==> src/rtl/ppu_pkg.sv <==
// ppu register addresses, line timing constants, vram bases, mode and fetch enums, bus structs
`default_nettype none

package ppu_pkg;

    localparam logic [15:0] ADDR_LCDC = 16'hFF40;
    localparam logic [15:0] ADDR_STAT = 16'hFF41;
    localparam logic [15:0] ADDR_SCY  = 16'hFF42;
    localparam logic [15:0] ADDR_SCX  = 16'hFF43;
    localparam logic [15:0] ADDR_LY   = 16'hFF44;  // read only
    localparam logic [15:0] ADDR_LYC  = 16'hFF45;

    localparam int DOTS_PER_LINE   = 456;
    localparam int SCAN_DOTS       = 80;
    localparam int VISIBLE_LINES   = 144;
    localparam int LINES_PER_FRAME = 154;
    localparam int PIXELS_PER_LINE = 160;

    localparam logic [15:0] TILE_BASE_UNSIGNED = 16'h8000;
    localparam logic [15:0] TILE_BASE_SIGNED   = 16'h9000;  // tile 0 of the signed set
    localparam logic [15:0] MAP_BASE_LO        = 16'h9800;
    localparam logic [15:0] MAP_BASE_HI        = 16'h9C00;

    // codes match the stat mode field
    typedef enum logic [1:0] {
        h_blank  = 2'd0,
        v_blank  = 2'd1,
        oam_scan = 2'd2,
        draw     = 2'd3
    } ppu_mode_e;

    typedef enum logic [2:0] {
        fetch_idle,
        fetch_map,
        fetch_lo,
        fetch_hi,
        fetch_hold
    } fetch_state_e;

    typedef struct packed {
        logic [15:0] addr;
        logic        wr;
        logic        rd;
        logic [7:0]  wdata;
    } cpu_bus_t;

    typedef struct packed {
        logic       lcd_on;         // lcdc[7]
        logic       bg_on;          // lcdc[0]
        logic       map_hi;         // lcdc[3]
        logic       tile_unsigned;  // lcdc[4]
        logic [7:0] scy;
        logic [7:0] scx;
    } ppu_cfg_t;

    typedef struct packed {
        ppu_mode_e  mode;
        logic [7:0] ly;
        logic [8:0] dot;
    } line_pos_t;

    typedef struct packed {
        logic [7:0] lo;
        logic [7:0] hi;
    } tile_row_t;

endpackage

`default_nettype wire

==> src/rtl/ppu_regs.sv <==
// cpu register file with read mux, stat flags and interrupt levels
`timescale 1ns/1ps
`default_nettype none

module ppu_regs (
    input  logic                clk,
    input  logic                rst,
    input  ppu_pkg::cpu_bus_t   bus,
    input  ppu_pkg::line_pos_t  pos,
    output logic [7:0]          rdata,
    output ppu_pkg::ppu_cfg_t   cfg,
    output logic                irq_vblank,
    output logic                irq_stat
);
    import ppu_pkg::*;

    logic [7:0] lcdc;
    logic [7:0] scy;
    logic [7:0] scx;
    logic [7:0] lyc;
    logic [3:0] stat_en;   // stat bits 6..3
    logic       coinc;
    logic [7:0] stat_val;

    assign coinc    = (pos.ly == lyc);
    assign stat_val = {1'b1, stat_en, coinc, pos.mode};  // bit 7 always reads 1

    always_ff @(posedge clk) begin
        if (rst) begin
            lcdc    <= 8'd0;
            scy     <= 8'd0;
            scx     <= 8'd0;
            lyc     <= 8'd0;
            stat_en <= 4'd0;
        end else if (bus.wr) begin
            case (bus.addr)
                ADDR_LCDC: lcdc    <= bus.wdata;
                ADDR_STAT: stat_en <= bus.wdata[6:3];  // mode and coincidence are read only
                ADDR_SCY:  scy     <= bus.wdata;
                ADDR_SCX:  scx     <= bus.wdata;
                ADDR_LYC:  lyc     <= bus.wdata;
                default:   ;                           // ly and unmapped ignore writes
            endcase
        end
    end

    always_comb begin
        rdata = 8'hFF;
        if (bus.rd) begin
            case (bus.addr)
                ADDR_LCDC: rdata = lcdc;
                ADDR_STAT: rdata = stat_val;
                ADDR_SCY:  rdata = scy;
                ADDR_SCX:  rdata = scx;
                ADDR_LY:   rdata = pos.ly;
                ADDR_LYC:  rdata = lyc;
                default:   rdata = 8'hFF;
            endcase
        end
    end

    always_comb begin
        cfg.lcd_on        = lcdc[7];
        cfg.bg_on         = lcdc[0];
        cfg.map_hi        = lcdc[3];
        cfg.tile_unsigned = lcdc[4];
        cfg.scy           = scy;
        cfg.scx           = scx;
    end

    assign irq_vblank = (pos.mode == v_blank);

    // any enabled stat source holds the line high
    assign irq_stat = (coinc && stat_en[3])
                   || (pos.mode == h_blank  && stat_en[0])
                   || (pos.mode == v_blank  && stat_en[1])
                   || (pos.mode == oam_scan && stat_en[2]);

endmodule

`default_nettype wire

==> src/rtl/line_timer.sv <==
// dot counter, ly counter and scan/draw/h-blank/v-blank mode sequencer
`timescale 1ns/1ps
`default_nettype none

module line_timer (
    input  logic                clk,
    input  logic                rst,
    input  ppu_pkg::ppu_cfg_t   cfg,
    input  logic                line_done,
    output ppu_pkg::line_pos_t  pos
);
    import ppu_pkg::*;

    logic [8:0] dot;
    logic [7:0] ly;
    logic       in_draw;   // set at dot 80 of a visible line, cleared by line_done
    ppu_mode_e  mode;
    logic       line_end;

    assign line_end = (dot == 9'(DOTS_PER_LINE - 1));

    always_ff @(posedge clk) begin
        if (rst || !cfg.lcd_on) begin
            dot     <= 9'd0;   // display off parks at line 0, dot 0
            ly      <= 8'd0;
            in_draw <= 1'b0;
        end else begin
            if (line_end) begin
                dot <= 9'd0;
                if (ly == 8'(LINES_PER_FRAME - 1)) begin
                    ly <= 8'd0;
                end else begin
                    ly <= ly + 8'd1;
                end
            end else begin
                dot <= dot + 9'd1;
            end

            if (dot == 9'(SCAN_DOTS - 1) && ly < 8'(VISIBLE_LINES)) begin
                in_draw <= 1'b1;
            end else if (line_done || line_end) begin
                in_draw <= 1'b0;
            end
        end
    end

    always_comb begin
        if (ly >= 8'(VISIBLE_LINES)) begin
            mode = v_blank;
        end else if (dot < 9'(SCAN_DOTS)) begin
            mode = oam_scan;   // idle scan window without sprites
        end else if (in_draw) begin
            mode = draw;
        end else begin
            mode = h_blank;
        end
    end

    always_comb begin
        pos.mode = mode;
        pos.ly   = ly;
        pos.dot  = dot;
    end

endmodule

`default_nettype wire

==> src/rtl/bg_fetcher.sv <==
// background fetch FSM reading tile map entries and tile row bytes from vram
`timescale 1ns/1ps
`default_nettype none

module bg_fetcher #(
    parameter int VRAM_LATENCY = 2
) (
    input  logic                clk,
    input  logic                rst,
    input  ppu_pkg::ppu_cfg_t   cfg,
    input  ppu_pkg::line_pos_t  pos,
    input  logic                row_free,
    input  logic [7:0]          vram_data,
    output logic                vram_rd,
    output logic [15:0]         vram_addr,
    output ppu_pkg::tile_row_t  row,
    output logic                row_valid
);
    import ppu_pkg::*;

    localparam int CW    = (VRAM_LATENCY < 1) ? 1 : $clog2(VRAM_LATENCY + 1);
    localparam int TILES = PIXELS_PER_LINE / 8;

    fetch_state_e  state;
    logic [CW-1:0] lat_cnt;
    logic [4:0]    tile_col;   // tiles presented this line
    logic [7:0]    lo_q;
    logic [7:0]    hi_q;
    logic [7:0]    bg_y;
    logic [4:0]    map_col;
    logic [15:0]   map_addr;
    logic [15:0]   tile_off;
    logic [15:0]   tile_addr;
    logic          data_ok;

    assign bg_y     = pos.ly + cfg.scy;             // wraps at 256
    assign map_col  = tile_col + cfg.scx[7:3];      // coarse scroll wrapping at 32
    assign map_addr = (cfg.map_hi ? MAP_BASE_HI : MAP_BASE_LO) + {6'd0, bg_y[7:3], map_col};

    // signed mode sign-extends the tile number around 9000h
    assign tile_off  = cfg.tile_unsigned ? {4'd0, vram_data, 4'd0}
                                         : {{4{vram_data[7]}}, vram_data, 4'd0};
    assign tile_addr = (cfg.tile_unsigned ? TILE_BASE_UNSIGNED : TILE_BASE_SIGNED)
                     + tile_off + {12'd0, bg_y[2:0], 1'b0};

    assign data_ok = (lat_cnt == CW'(VRAM_LATENCY));
    assign row.lo  = lo_q;
    assign row.hi  = hi_q;

    always_ff @(posedge clk) begin
        if (rst || pos.mode != draw) begin
            state     <= fetch_idle;
            tile_col  <= 5'd0;
            lat_cnt   <= '0;
            vram_rd   <= 1'b0;
            row_valid <= 1'b0;
        end else begin
            vram_rd   <= 1'b0;
            row_valid <= 1'b0;
            if (!data_ok) begin
                lat_cnt <= lat_cnt + 1'b1;
            end
            case (state)
                fetch_idle: begin
                    if (tile_col < 5'(TILES)) begin
                        vram_rd   <= 1'b1;
                        vram_addr <= map_addr;
                        lat_cnt   <= '0;
                        state     <= fetch_map;
                    end
                end
                fetch_map: begin
                    if (data_ok) begin
                        vram_rd   <= 1'b1;   // vram_data is the tile number here
                        vram_addr <= tile_addr;
                        lat_cnt   <= '0;
                        state     <= fetch_lo;
                    end
                end
                fetch_lo: begin
                    if (data_ok) begin
                        lo_q      <= cfg.bg_on ? vram_data : 8'd0;
                        vram_rd   <= 1'b1;
                        vram_addr <= vram_addr + 16'd1;   // hi byte follows lo
                        lat_cnt   <= '0;
                        state     <= fetch_hi;
                    end
                end
                fetch_hi: begin
                    if (data_ok) begin
                        hi_q  <= cfg.bg_on ? vram_data : 8'd0;
                        state <= fetch_hold;
                    end
                end
                fetch_hold: begin
                    if (row_free) begin
                        row_valid <= 1'b1;
                        tile_col  <= tile_col + 5'd1;
                        state     <= fetch_idle;
                    end
                end
                default: state <= fetch_idle;
            endcase
        end
    end

endmodule

`default_nettype wire

==> src/rtl/pixel_shifter.sv <==
// one-row buffer, pixel shift registers and per-line pixel counter
`timescale 1ns/1ps
`default_nettype none

module pixel_shifter (
    input  logic                clk,
    input  logic                rst,
    input  ppu_pkg::tile_row_t  row,
    input  logic                row_valid,
    output logic                row_free,
    output logic                line_done,
    output logic [1:0]          px,
    output logic                px_valid
);
    import ppu_pkg::*;

    tile_row_t  buf_row;
    logic       buf_full;
    logic [7:0] sr_lo;
    logic [7:0] sr_hi;
    logic [3:0] sr_cnt;    // pixels left in the shift registers
    logic [7:0] px_cnt;
    logic       load_sr;

    // refill while the last pixel goes out so tiles run back to back
    assign load_sr  = buf_full && (sr_cnt <= 4'd1);
    assign row_free = !buf_full;
    assign px_valid = (sr_cnt != 4'd0);
    assign px       = {sr_hi[7], sr_lo[7]};

    always_ff @(posedge clk) begin
        if (rst) begin
            buf_full  <= 1'b0;
            sr_cnt    <= 4'd0;
            px_cnt    <= 8'd0;
            line_done <= 1'b0;
        end else begin
            line_done <= 1'b0;
            if (row_valid) begin
                buf_full <= 1'b1;
            end else if (load_sr) begin
                buf_full <= 1'b0;
            end
            if (load_sr) begin
                sr_cnt <= 4'd8;
            end else if (px_valid) begin
                sr_cnt <= sr_cnt - 4'd1;
            end
            if (px_valid) begin
                if (px_cnt == 8'(PIXELS_PER_LINE - 1)) begin
                    px_cnt    <= 8'd0;
                    line_done <= 1'b1;
                end else begin
                    px_cnt <= px_cnt + 8'd1;
                end
            end
        end
    end

    always_ff @(posedge clk) begin
        if (row_valid) begin
            buf_row <= row;
        end
        if (load_sr) begin
            sr_lo <= buf_row.lo;
            sr_hi <= buf_row.hi;
        end else if (px_valid) begin
            sr_lo <= {sr_lo[6:0], 1'b0};   // msb first
            sr_hi <= {sr_hi[6:0], 1'b0};
        end
    end

endmodule

`default_nettype wire

==> src/rtl/ppu_top.sv <==
// ppu top level chaining register file, line timer, background fetcher and pixel shifter
`timescale 1ns/1ps
`default_nettype none

module ppu_top #(
    parameter int VRAM_LATENCY = 2
) (
    input  logic               clk,
    input  logic               rst,
    input  ppu_pkg::cpu_bus_t  bus,
    output logic [7:0]         rdata,
    output logic               vram_rd,
    output logic [15:0]        vram_addr,
    input  logic [7:0]         vram_data,
    output logic [1:0]         px,
    output logic               px_valid,
    output logic               irq_vblank,
    output logic               irq_stat
);
    import ppu_pkg::*;

    ppu_cfg_t  cfg;
    line_pos_t pos;
    tile_row_t row;
    logic      row_valid;
    logic      row_free;
    logic      line_done;

    ppu_regs u_regs (
        .clk        (clk),
        .rst        (rst),
        .bus        (bus),
        .pos        (pos),
        .rdata      (rdata),
        .cfg        (cfg),
        .irq_vblank (irq_vblank),
        .irq_stat   (irq_stat)
    );

    line_timer u_timer (
        .clk       (clk),
        .rst       (rst),
        .cfg       (cfg),
        .line_done (line_done),
        .pos       (pos)
    );

    bg_fetcher #(
        .VRAM_LATENCY (VRAM_LATENCY)
    ) u_fetcher (
        .clk       (clk),
        .rst       (rst),
        .cfg       (cfg),
        .pos       (pos),
        .row_free  (row_free),
        .vram_data (vram_data),
        .vram_rd   (vram_rd),
        .vram_addr (vram_addr),
        .row       (row),
        .row_valid (row_valid)
    );

    pixel_shifter u_shifter (
        .clk       (clk),
        .rst       (rst),
        .row       (row),
        .row_valid (row_valid),
        .row_free  (row_free),
        .line_done (line_done),
        .px        (px),
        .px_valid  (px_valid)
    );

endmodule

`default_nettype wire

==> config.mk <==
export PLATFORM = sky130hd
export DESIGN_NAME = ppu_top
export DESIGN_NICKNAME = d
export VERILOG_FILES = /design/src/rtl/ppu_pkg.sv /design/src/rtl/ppu_regs.sv /design/src/rtl/line_timer.sv /design/src/rtl/bg_fetcher.sv /design/src/rtl/pixel_shifter.sv /design/src/rtl/ppu_top.sv
export SDC_FILE = /design/constraint.sdc
export NUM_CORES = 1
export LEC_CHECK = 0
export BUFFER_PORTS_ARGS = -buffer_cell sky130_fd_sc_hd__buf_2
export CORE_ASPECT_RATIO = 0.5
export CORE_MARGIN = 4
export CORE_UTILIZATION = 40
export CTS_CLUSTER_SIZE = 25
export DETAILED_ROUTE_END_ITERATION = 12
export HOLD_SLACK_MARGIN = 0.06
export SLEW_MARGIN = 20
export SYNTH_ARGS = -nofsm -noshare
export SYNTH_HDL_FRONTEND = slang
export SYNTH_SLANG_ARGS = --single-unit
==> constraint.sdc <==
create_clock -name clk -period 2.55 [get_ports clk]
set_input_delay 0.3825 -clock clk [delete_from_list [all_inputs] [get_ports clk]]
set_output_delay 0.3825 -clock clk [all_outputs]
set_load 0.02 [all_outputs]
# Word-level counts from Yosys, hierarchy flattened
# Index checks and enable logic that the tools add are counted.
# totals
ff_bits	144
# classes
mux	40
order_cmp	5
add_sub_neg	12
eq_ne	24
n_bitwise	4
reduce_logical	35
# op_table
cell	count
== test 16 bit (second input constant)	6
two-way mux 16 bit	4
two-way mux 8 bit	8
one-hot mux 16 bit (3 select lines)	1
one-hot mux 8 bit (6 select lines)	1
adder 16 x 1 -> 16 bit (second input constant)	1
adder 16 x 10 -> 16 bit	1
adder 16 bit	1
adder 16 x 4 -> 16 bit	1
adder 8 x 1 -> 8 bit (second input constant)	2
== test 8 bit (second input constant)	2
two-way mux 3 bit	5
one-hot mux 3 bit (5 select lines)	1
two-way mux 13 bit	1
two-way mux 2 bit	6
AND reduction 2 bit	6
two-way mux 11 bit	1
AND reduction 5 bit	2
OR reduction 2 bit	5
adder 9 x 1 -> 9 bit (second input constant)	1
== test 9 x 7 -> 1 bit (second input constant)	1
== test 9 bit (second input constant)	1
less-than comparator 9 x 7 -> 1 bit (second input constant)	1
adder 8 bit	1
other kinds (30)	60

# Depth between registers and ports, before layout
# Gate-level depths: netlist of the first run.
# logic_depth
ltp_word	8
mapped_depth	9

# Cells and area by module
# Synthesis of the first run repeated with hierarchy kept, for this count alone.
# unflattened
hier_cells	715
hier_area_um2	7404.6
# by_module_without_submodules
module	cells_each	n_inst	area_each_um2
bg_fetcher	236	1	2561.2
ppu_regs	252	1	2090.8
pixel_shifter	123	1	1854.3
line_timer	104	1	898.4

# Least setup slack after synthesis of the first run
# No wires, ideal clock.
# synth_timing
kind	register -> register
start	register u_timer.ly[4]
end	register u_fetcher.vram_addr[0] (enable)
setup_time_ns	0.409
path_buffers	1
arrival_ns	2.393
period_less_slack_ns	2.802
slack_ns	-0.252
stages_incl_launch_ff	6
cell_sequence	dfxtp_1 -> clkbuf_1 -> o31a_1 -> nor2_1 -> nand3_1 -> nor3_1
# synth_between
elab_chain_cells	6
# synth_rtl
item	line	rtl
start: declaration	line_timer.sv:15	logic [7:0] ly;
start signal: assignment	line_timer.sv:33	ly <= ly + 8'd1;
greater-or-equal comparator 8 bit	line_timer.sv:48	if (ly >= 8'(VISIBLE_LINES)) begin
two-way mux 2 bit	line_timer.sv:48	
!= test 2 bit	bg_fetcher.sv:51	if (rst || pos.mode != draw) begin
logical OR 1 bit	bg_fetcher.sv:51	
NOT 1 bit (no line)	n/a	
AND reduction 5 bit (no line)	n/a	
end signal: assignment	bg_fetcher.sv:67	vram_addr <= map_addr;
end signal: assignment	bg_fetcher.sv:75	vram_addr <= tile_addr;
end signal: assignment	bg_fetcher.sv:84	vram_addr <= vram_addr + 16'd1;
end: declaration	bg_fetcher.sv:15	output logic [15:0] vram_addr,
# Every way passes these cells.
# A chain may end at the register's enable or synchronous reset.

# Worst setup path after layout of the first run
# layout_timing
start	register u_timer.ly[4]
end	output port rdata[0]
# layout_between
elab_chain_cells	4
# layout_rtl
item	line	rtl
greater-or-equal comparator 8 bit	line_timer.sv:48	
two-way mux 2 bit	line_timer.sv:48	
one-hot mux 8 bit (6 select lines)	ppu_regs.sv:50	case (bus.addr)
two-way mux 8 bit	ppu_regs.sv:49	if (bus.rd) begin
end: declaration	ppu_top.sv:11	output logic [7:0] rdata,
# Every way passes these cells.

==> results by group, run 1 <==
Status
  • Outcome: finished, final reports clean

Pwr
  • Clock network power share: 0.424
  • Worst voltage drop across the vdd grid: approximately 0.00044 V
  • Proportion of power drawn by combinational gates: 0.111
  • Total internal power: between 4 and 5 mW
  • Switching power of the nets: around 1.7 mW
  • Sequential share of power: 0.464
  • Leakage power summed over all cells: 3.47 nW
  • Pwr Density: between 600 and 700 nW/um2
  • Switching share of total power: 0.281

Global routing
  • Number of antenna violations at the first check in global routing: 0
  • All-Layer GR Usage: 0.184
  • Vias in the first global route: ~5300
  • Maximum number of pins on one net before global-route repair: 50
  • Wire length of the first global-routing pass: 28700 um
  • Overflow left after global routing: 0

Floorplanning
  • Die span in y: 102 um
  • Die footprint: approximately 20000 um2
  • Die X: 196 um
  • Initial cell density of the core: 0.419
  • Core box area: 16800 um2
  • Top-level port count: 66
  • Num rows: 33

Timing
  • Setup-violating endpoint count in the final report: 0
  • Max Transition Viols Final: 0
  • Slew at the pin closest to its max-slew limit: just under 0.8 ns
  • Worst hold margin: between 0.2 and 0.3 ns
  • RSZ-0062 raised after global routing: yes
  • Worst clock skew: around 0.014 ns
  • Max frequency: 0.396 GHz
  • Total negative slack: 0 ns
  • Worst slew slack as a fraction of its limit: 0.469
  • Final number of hold-violating endpoints: 0
  • Period minus WS final: approximately 2.5 ns
  • Ratio of final minimum period to clock period: 0.991

CTS
  • Clock slew at the register clock pins of the worst setup and hold paths: around 0.07 ns
  • Max Buffers Root-to-Sink: 2
  • Clock latency reported for the late side of the worst-skew pair: around 0.42 ns
  • Clk Tree Root Cell: clkbuf_16
  • Clock buffers created by TritonCTS: 17
  • Number of levels in the clock H-tree: 4
  • Clock tree sinks: about 140
  • Clock tree from TritonCTS: done
  • Hold bufs inserted after CTS: 0

Setup path
  • Arrival time worst endpoint: ~2.2 ns
  • Critical Path Max Stage Delay: between 0.4 and 0.5 ns
  • Crit end category: primary output
  • Cell Chain, Critical Path: o31a_1, a21o_1, mux4_2, a21o_2, buf_2
  • Worst Path Buf+Inv: 1
  • Crit start category: flop
  • Biggest fanout along the worst timing path: 4
  • Largest delay share family, worst path: compound AO/OA/AOI/OAI gates
  • Master of the slowest instance on the critical path: mux4_2
  • Crit Path Category: flop to primary output
  • Crit path required time: 2.17 ns

Finish
  • Relative area change from synthesis to final layout: 19.8%
  • Nets: approximately 850
  • Ratio of cells with drive above 1 in the final layout: 0.208
  • Number of inserted filler cells in the final layout: around 1600
  • Diode count: 0
  • Largest regs: u_fetcher.vram_addr (16), u_shifter.buf_row (16), u_timer.dot (9)
  • Multi-input combinational cell area: between 3000 and 4000 um2
  • Register Area: 3530 um2

Synthesis
  • Async set or reset register ratio after synthesis: 0
  • Syn Inst Count: approximately 700
  • Commonest register cell after synthesis: dfxtp_1
  • Mapped Area: about 7000 um2
  • Total nets after synthesis: 766
  • Post-synth EDFFs: 64
  • Mean instance size in the synthesized netlist: ~10 um2
  • Number of warnings reported in the yosys synthesis log: 0
  • Share of the yosys chip area belonging to registers: 0.500
  • Count of cell types in the netlist: 64
  • Number of synthesized register bits: ~140

Place
  • Final Wtd Congestion: about 0.85
  • Post-DP HPWL: ~13000 um
  • # port buffers: between 60 and 70

Hold path
  • Class of the worst hold path: input pin to flop

Detailed routing
  • Via count: around 5400
  • DRC Markers: 0
  • Violation count after the first detailed-route iteration: 395
  • Via-per-instance ratio: 5.25
  • Final WL: 17600 um
  • DR pass1 iterations: 5
  • Antenna Violating Nets Remaining: 0
  • Average wire per cell in the routed design: between 15 and 20 um

Job
  • Maxcap violations: 0
[metal layers]
layer / share of wire / vias to the layer above / GRT usage
li1: - / 2664 / -
met4: 0.0098 / 0 / 0.0450
met1: 0.47 / 2583 / 0.254
met2: 0.46 / 146 / 0.293
met3: 0.058 / 17 / 0.0474
met5: 0 / - / 0
[tightest hold or removal path: cells and delay by family]
family,cells,cell delay (ns)
simple gates,1,0.07
buf+inv,1,0.14
compound gates,1,0.05
[Yosys cell counts (5+ instances only)]
cell type | n | area share
dfxtp_1 | 80 | 0.23
xnor2_1 | 31 | 0.039
nor3_1 | 14 | 0.0099
ha_1 | 25 | 0.044
xor2_1 | 25 | 0.031
mux2_2 | 5 | 0.0080
nand4_1 | 15 | 0.013
mux2i_1 | 24 | 0.034
and2_1 | 13 | 0.012
a221o_1 | 6 | 0.0085
clkbuf_1 | 25 | 0.013
nand3_1 | 28 | 0.020
and3_1 | 8 | 0.0071
nand2b_1 | 6 | 0.0053
o211ai_1 | 5 | 0.0053
a22oi_1 | 13 | 0.014
inv_1 | 11 | 0.0059
edfxtp_1 | 64 | 0.27
nor2_1 | 83 | 0.044
a21oi_1 | 31 | 0.022
o21ai_0 | 13 | 0.0092
nand2_1 | 107 | 0.057
[path summary, 6_finish.rpt]
check                     from                      end  slack (ns)  cells after the start
max              u_timer.ly[4]                 rdata[0]        0.02                      5
min reg2reg  u_fetcher.lo_q[6]    u_shifter.buf_row[14]        0.42                      0
max reg2reg      u_timer.ly[4]  u_fetcher.vram_addr[15]        0.35                      6
min                     bus[0]            u_regs.scx[0]        0.27                      3
[cell usage in the layout, fill, tap and decap left out, types with 25 or more instances in the layout]
master | Yosys | final
ha_1 | 25 | 25
buf_4 | 2 | 35
nand3_1 | 28 | 28
buf_2 | 3 | 65
nand2_1 | 107 | 107
nor2_1 | 83 | 82
edfxtp_1 | 64 | 64
dfxtp_1 | 80 | 76
xnor2_1 | 31 | 31
a21oi_1 | 31 | 30
xor2_1 | 25 | 25
[through the flow]
step / setup slack (ns) / area [um2] / cells / total power [mW] / util
2_1_floorplan: 0.0327 / 7050 / 703 / 3.23 / -
3_3_place_gp: -0.00455 / 7770 / 996 / 3.42 / 0.462
3_5_place_dp: -0.0517 / 7770 / 996 / 3.45 / 0.462
4_1_cts: 0.00330 / 8410 / 1029 / 5.96 / 0.500
5_1_grt: -0.0457 / 8440 / 1030 / 6.16 / 0.502
6_report: 0.0223 / 8440 / 1030 / 5.89 / 0.502
[power by group through the flow]
stage	logic [mW]	registers, mW	clock network (mW)
2_1_floorplan	0.462	2.76	0
3_3_place_gp	0.644	2.78	0
3_5_place_dp	0.664	2.78	0
4_1_cts	0.669	2.73	2.55
5_1_grt	0.743	2.75	2.67
6_report	0.656	2.73	2.50
[what timing repair did]
item	in CTS	in global routing
endpoints found under the setup margin	7	7
pin swaps	1	1
resized for setup	7	7
buffers inserted	1	1
[cell type report]
cell class                 instances  share of cell area
multi-input combinational        515               0.400
clock buffer                      17              0.0504
timing repair buffer             100              0.0697
clock inverter                    15              0.0227
tap                              227              0.0336
sequential                       144               0.418
inverter                          12             0.00534
[cells by family after synthesis]
group           Yosys count  synth area share
buf+inv                  44            0.0261
fa+ha+maj                27            0.0501
compound gates           92            0.0860
mux                      31            0.0485
xor+xnor                 56            0.0696
flops                   144             0.500
simple gates            309             0.220
No activity file was read; power rests on OpenSTA's default activity.
==> run 2: changes to the inputs <==
--- a/config.mk
+++ b/config.mk
@@ -5,6 +5,7 @@
 export SDC_FILE = /design/constraint.sdc
 export NUM_CORES = 1
 export LEC_CHECK = 0
+export ABC_AREA = 1
 export BUFFER_PORTS_ARGS = -buffer_cell sky130_fd_sc_hd__buf_2
 export CORE_ASPECT_RATIO = 0.5
 export CORE_MARGIN = 4
==> results by group, run 2 <==
Timing
  • Slew at the pin closest to its max-slew limit: 0.791 ns (-0.00467 ns)
  • RSZ-0062 raised after global routing: no
  • Total negative slack: 0 ns (unchanged)
  • Max Transition Viols Final: 0 (unchanged)
  • Setup-violating endpoint count in the final report: 0 (unchanged)
  • Final number of hold-violating endpoints: 0 (unchanged)
  • Worst clock skew: 0.0132 ns (-0.00111 ns)
  • Ratio of final minimum period to clock period: 0.922 (-0.0693)
  • Max frequency: 0.425 GHz (+7.5%)
  • Period minus WS final: 2.35 ns (-0.177 ns)
  • Worst slew slack as a fraction of its limit: 0.471 (+0.00189)

Synthesis
  • Cell taking the most area after synthesis: edfxtp_1
  • Share of the yosys chip area belonging to registers: 0.482 (-0.0179)
  • Number of synthesized register bits: 144 (unchanged)
  • Most common cell in the netlist: nand2_1
  • Post-synth EDFFs: 64 (unchanged)
  • Cell types with the largest area share after synthesis: edfxtp_1 (26%), dfxtp_1 (22%), nand2_1 (11%)
  • Area share of the largest cell type after synthesis: 0.263 (-0.00977)
  • Mean instance size in the synthesized netlist: 7.96 um2 (-21%)
  • Async set or reset register ratio after synthesis: 0 (unchanged)
  • Commonest register cell after synthesis: dfxtp_1
  • Count of cell types in the netlist: 44 (-31%)
  • Synth cell count leaders: nand2_1 (214), inv_1 (125), nor2_1 (82)
  • Syn Inst Count: 918 (+31%)
  • Mapped Area: 7310 um2 (+3.7%)
  • Total nets after synthesis: 981 (+28%)
  • Number of warnings reported in the yosys synthesis log: 0 (unchanged)

CTS
  • Post-CTS repair timing setup buffer count: 0 (-1)
  • Clk Tree Root Cell: clkbuf_16
  • Resized cells post-CTS: 0 (-7)
  • Clock latency reported for the late side of the worst-skew pair: 0.42 ns (about the same)
  • Clock buffers created by TritonCTS: 17 (unchanged)
  • Clock tree sinks: 144 (unchanged)
  • Hold bufs inserted after CTS: 0 (unchanged)
  • Clock tree from TritonCTS: done
  • Max Buffers Root-to-Sink: 2 (unchanged)
  • Clock slew at the register clock pins of the worst setup and hold paths: 0.07 ns (about the same)
  • Number of levels in the clock H-tree: 4 (unchanged)

Setup path
  • Master of the slowest instance on the critical path: dfxtp_1
  • Biggest fanout along the worst timing path: 6 (+2)
  • Crit start category: flop
  • Critical Path Max Stage Delay: 0.44 ns (-0.05 ns)
  • Arrival time worst endpoint: 1.97 ns (-0.18 ns)
  • Crit end category: primary output
  • Crit path required time: 2.17 ns (about the same)
  • Most frequent cell on the critical path: inv_1
  • Crit Path Category: flop to primary output
  • Cell Chain, Critical Path: inv_1, o21ai_2, inv_1, nand2_1, o21ai_0, nor2_1, nand3_1, buf_2

Floorplanning
  • Top-level port count: 66 (unchanged)
  • Initial cell density of the core: 0.414 (-0.00536)
  • Die span in y: 104 um (+1.7%)
  • Num rows: 34 (+3.0%)
  • Core box area: 17700 um2 (+5.1%)
  • Die footprint: 20600 um2 (+3.5%)
  • Die X: 199 um (+1.8%)

Job
  • Maxcap violations: 0 (unchanged)

Place
  • Post-DP HPWL: 14100 um (+9.7%)
  • Placed cell areas: 7930 um2 (+2.1%)
  • # port buffers: 65 (unchanged)
  • Final Wtd Congestion: 0.925 (+9.1%)
  • Cell count after placement: 1212 (+22%)

Finish
  • Ratio of cells with drive above 1 in the final layout: 0.135 (-0.0733)
  • Number of inserted filler cells in the final layout: 1725 (+10%)
  • Relative area change from synthesis to final layout: 16.7%
  • Most frequent cells in the layout: nand2_1 (214), inv_1 (125), nor2_1 (82)
  • Final design utilization: 0.483 (-0.0195)
  • Leading cell type in the layout, fill and taps excluded: nand2_1
  • Largest regs: u_fetcher.vram_addr (16), u_shifter.buf_row (16), u_timer.dot (9)
  • Post-route non-filler standard cell count: 1244 (+21%)
  • Multi-input combinational cell area: 3180 um2 (-5.8%)
  • Register Area: 3520 um2 (-0.21%)
  • Nets: 1060 (+24%)
  • Final non-filler cell area: 8520 um2 (+0.98%)
  • Diode count: 0 (unchanged)

Global routing
  • Number of antenna violations at the first check in global routing: 0 (unchanged)
  • All-Layer GR Usage: 0.188 (+0.00376)
  • Overflow left after global routing: 0 (unchanged)
  • Vias in the first global route: 5945 (+13%)
  • Maximum number of pins on one net before global-route repair: 42 (-16%)
  • Wire length of the first global-routing pass: 30800 um (+7.3%)

Detailed routing
  • DR pass1 iterations: 5 (unchanged)
  • Via count: 6261 (+16%)
  • Average wire per cell in the routed design: 15.1 um (-12%)
  • Via-per-instance ratio: 5.03 (-4.2%)
  • Violation count after the first detailed-route iteration: 444 (+12%)
  • Final WL: 18800 um (+6.8%)
  • DRC Markers: 0 (unchanged)
  • Antenna Violating Nets Remaining: 0 (unchanged)

Pwr
  • Worst voltage drop across the vdd grid: 0.000444 V (+0.33%)
  • Pwr Density: 695 nW/um2 (-0.31%)
  • Leakage power summed over all cells: 3.61 nW (+4.1%)
  • Overall power after layout: 5.93 mW (+0.66%)

Status
  • Outcome: finished, final reports clean

Hold path
  • Class of the worst hold path: input pin to flop
run 2: cell types whose count changed in the layout (fill, tap and decap cells not counted), moves of 12 or more:
cell / change
nand3_1: +37
buf_4: -20
xor2_1: -17
mux2i_1: -24
inv_1: +114
and2_1: -12
xnor2_1: -22
o21ai_0: +56
nand2_1: +107
a21oi_1: +41
run 2: metal layers:
metal | up-vias | part of all wire | routed length [um] | global-route usage
li1 | 3181 | - | - | -
met1 | 2904 | 0.49 | 9270 | 0.269
met2 | 163 | 0.45 | 8440 | 0.294
met3 | 13 | 0.050 | 947 | 0.0344
met4 | 0 | 0.0089 | 167 | 0.0459
met5 | - | 0 | 0 | 0
run 2: final cells by class:
class                   instances  share of cell area
clock buffers                  23              0.0587
clock inverters                 9              0.0109
inverters                     132              0.0581
multi-input cells             622               0.373
flip-flops and latches        144               0.413
well taps                     234              0.0343
repair buffers                 80              0.0514
run 2: path summary, 6_finish.rpt:
check	start	to	slack [ns]	depth (start not counted)
worst max register to register	u_timer.dot[5]	u_fetcher.hi_q[1]	0.40	6
worst min register to register	u_fetcher.hi_q[1]	u_shifter.buf_row[1]	0.42	0
worst min-delay path	rst	u_shifter.buf_full	0.25	2
worst max-delay path	u_timer.ly[7]	rdata[1]	0.20	8
run 2: cells by family (layout without fill, tap and decap cells):
kind of cell    count (synthesis)  after routing  synth area share
fa+ha+maj                      27             27            0.0483
simple gates                  416            416             0.247
buf+inv                       152            244            0.0829
xor+xnor                       17             17            0.0204
compound gates                162            162             0.119
flops                         144            144             0.482
run 2: metrics by stage:
stage / setup WS, ns / hold slack (ns)
2_1_floorplan: 0.448 / 0.400
3_3_place_gp: 0.289 / 0.402
3_5_place_dp: 0.306 / 0.405
4_1_cts: 0.161 / 0.235
5_1_grt: 0.0510 / 0.239
6_report: 0.199 / 0.249
run 2: critical path: cells and delay by family (launching register included):
kind / cells / cell delay [ns]
AND/OR/NAND/NOR: 3 / 0.38
AO/OA/AOI/OAI: 2 / 0.32
flip-flops: 1 / 0.44
buffers and inverters: 3 / 0.43
run 2: where the power goes:
group	internal, mW	switching [mW]
clock	1.50	1.02
combinational	0.227	0.433
sequential	2.68	0.0759
==> run 3: changes to the inputs <==
--- a/config.mk
+++ b/config.mk
@@ -13,6 +13,7 @@
 export CTS_CLUSTER_SIZE = 25
 export DETAILED_ROUTE_END_ITERATION = 12
 export HOLD_SLACK_MARGIN = 0.06
+export PLACE_DENSITY_LB_ADDON = 0.12
 export SLEW_MARGIN = 20
 export SYNTH_ARGS = -nofsm -noshare
 export SYNTH_HDL_FRONTEND = slang
==> results by group, run 3 (same netlist as run 2, synthesis figures left out) <==
Timing
  • Worst clock skew: 0.00923 ns (-0.00399 ns)
  • Setup-violating endpoint count in the final report: 0 (unchanged)
  • Max frequency: 0.417 GHz (-1.9%)
  • Max Transition Viols Final: 0 (unchanged)
  • Final number of hold-violating endpoints: 0 (unchanged)
  • Period minus WS final: 2.40 ns (+0.0465 ns)
  • Total negative slack: 0 ns (unchanged)
  • Worst slew slack as a fraction of its limit: 0.497 (+0.0258)
  • Ratio of final minimum period to clock period: 0.940 (+0.0183)
  • RSZ-0062 raised after global routing: no
  • Worst setup margin: 0.152 ns (-0.0466 ns)
  • Slew at the pin closest to its max-slew limit: 0.752 ns (-0.0385 ns)

Job
  • Maxcap violations: 0 (unchanged)

Place
  • # port buffers: 65 (unchanged)
  • Cell count after placement: 1217 (+0.41%)
  • Final Wtd Congestion: 0.893 (-3.5%)
  • Post-DP HPWL: 14500 um (+2.6%)
  • Dpl ws: 0.255 ns (-0.0511 ns)

Pwr
  • Switching share of total power: 0.262 (+0.00450)
  • Sequential share of power: 0.478 (+0.014)
  • Pwr Density: 676 nW/um2 (-2.8%)
  • Total internal power: 4.25 mW (-3.4%)
  • Switching power of the nets: 1.51 mW (-1.1%)
  • Clock network power share: 0.408 (-0.016)
  • Proportion of power drawn by combinational gates: 0.114 (+0.003)
  • Worst voltage drop across the vdd grid: 0.000445 V (+0.17%)
  • Leakage power summed over all cells: 3.61 nW (about the same)

Finish
  • Leading cell type in the layout, fill and taps excluded: nand2_1
  • Post-route non-filler standard cell count: 1249 (+0.40%)
  • Most frequent cells in the layout: nand2_1 (214), inv_1 (125), nor2_1 (82)
  • Largest regs: u_fetcher.vram_addr (16), u_shifter.buf_row (16), u_timer.dot (9)
  • Ratio of cells with drive above 1 in the final layout: 0.140 (+0.00525)
  • Diode count: 0 (unchanged)
  • Nets: 1065 (+0.47%)
  • Relative area change from synthesis to final layout: 16.6% (about the same)

Detailed routing
  • Antenna Violating Nets Remaining: 0 (unchanged)
  • Average wire per cell in the routed design: 15.3 um (+0.79%)
  • Via-per-instance ratio: 4.98 (-1.1%)
  • Violation count after the first detailed-route iteration: 337 (-24%)
  • Via count: 6215 (-0.73%)
  • DR pass1 iterations: 5 (unchanged)
  • Final WL: 19100 um (+1.2%)
  • DRC Markers: 0 (unchanged)

CTS
  • Clk Tree Root Cell: clkbuf_16
  • Post-CTS repair timing setup buffer count: 0 (unchanged)
  • Clock buffers created by TritonCTS: 17 (unchanged)
  • Clock slew at the register clock pins of the worst setup and hold paths: 0.06 ns (about the same)
  • Number of levels in the clock H-tree: 4 (unchanged)
  • Clock latency reported for the late side of the worst-skew pair: 0.42 ns (about the same)
  • Max Buffers Root-to-Sink: 2 (unchanged)
  • Clock tree from TritonCTS: done
  • Clock tree sinks: 144 (unchanged)

Global routing
  • Overflow left after global routing: 0 (unchanged)
  • Number of antenna violations at the first check in global routing: 0 (unchanged)
  • All-Layer GR Usage: 0.189 (+0.00113)
  • Maximum number of pins on one net before global-route repair: 42 (unchanged)
  • Vias in the first global route: 5716 (-3.9%)
  • Wire length of the first global-routing pass: 30900 um (+0.34%)

Setup path
  • Biggest fanout along the worst timing path: 6 (unchanged)
  • Reg2Reg Launch Point: u_regs.scy[0]
  • Crit start category: flop
  • Worst setup path startpoint: u_timer.ly[5]
  • Arrival time worst endpoint: 2.02 ns (+0.05 ns)
  • Worst Reg-to-Reg Cells: 9 (+3)
  • Crit Path Category: flop to primary output
  • Crit end category: primary output
  • Crit path required time: 2.17 ns (about the same)

Hold path
  • Number of cells on the worst hold path: 2 (unchanged)
  • Critical hold path startpoint: rst
  • Class of the worst hold path: input pin to flop

Floorplanning
  • Die footprint: 20600 um2 (unchanged)
  • Num rows: 34 (unchanged)
  • Core box area: 17700 um2 (unchanged)
  • Die span in y: 104 um (unchanged)
  • Die X: 199 um (unchanged)
  • Top-level port count: 66 (unchanged)
  • Initial cell density of the core: 0.414 (unchanged)

Status
  • Outcome: finished, final reports clean
[run 3: changes by cell type in the layout (fill, tap and decap cells not counted)]
cell,before,now
inv_4,1,2
clkinvlp_4,1,3
buf_4,15,20
dfxtp_1,80,79
clkinv_4,2,1
clkbuf_16,19,17
dfxtp_2,0,1
clkinv_2,1,2
clkbuf_8,1,0
[run 3: critical path, cell delays in order (launching register included)]
cell,delay (ns)
dfxtp_1,0.47
nor2_1,0.12
o21ai_2,0.18
inv_1,0.11
nand2_1,0.20
o21ai_0,0.14
nor2_1,0.10
nand3_1,0.09
buf_2,0.18
[run 3: final cells by class]
type | count | area [um2]
inverter | 132 | 495
clock buffer | 20 | 437
multi-input combinational | 622 | 3180
clock inverter | 12 | 110
sequential | 144 | 3520
tap | 234 | 293
timing repair buffer | 85 | 475
fill | 1767 | 9140
[run 3: routing by layer]
layer | vias to the layer above | share of wire | routed length [um] | GRT usage
met3 | 18 | 0.047 | 892 | 0.0383
met1 | 2885 | 0.50 | 9580 | 0.278
met4 | 0 | 0.0093 | 178 | 0.0488
met5 | - | 0 | 0 | 0
li1 | 3181 | - | - | -
met2 | 131 | 0.44 | 8410 | 0.282
[run 3: metrics by stage]
stage | util | hold slack (ns) | area [um2] | power (mW)
global placement | 0.451 | 0.403 | 7970 | 3.46
detailed placement | 0.451 | 0.406 | 7970 | 3.47
finish | 0.482 | 0.248 | 8520 | 5.76
floorplan | - | 0.400 | 7310 | 3.28
global route | 0.482 | 0.254 | 8520 | 6.06
CTS | 0.482 | 0.235 | 8520 | 5.83
[run 3: power groups by stage]
stage	registers (mW)	logic [mW]	clock network, mW
after floorplan	2.78	0.503	0
after global placement	2.80	0.658	0
after detailed placement	2.80	0.670	0
after CTS	2.76	0.670	2.41
after global routing	2.78	0.763	2.52
final	2.75	0.657	2.35
[run 3: worst paths after layout]
path              slack [ns]                endpoint
hold / removal          0.25      u_shifter.buf_full
setup / recovery        0.15                rdata[1]
setup reg to reg        0.44  u_fetcher.vram_addr[8]
hold reg to reg         0.41    u_shifter.buf_row[9]
[run 3: repair_timing]
item,in CTS,in global routing
setup endpoints to repair,0,1
resized for setup,0,1
hold buffers,0,0
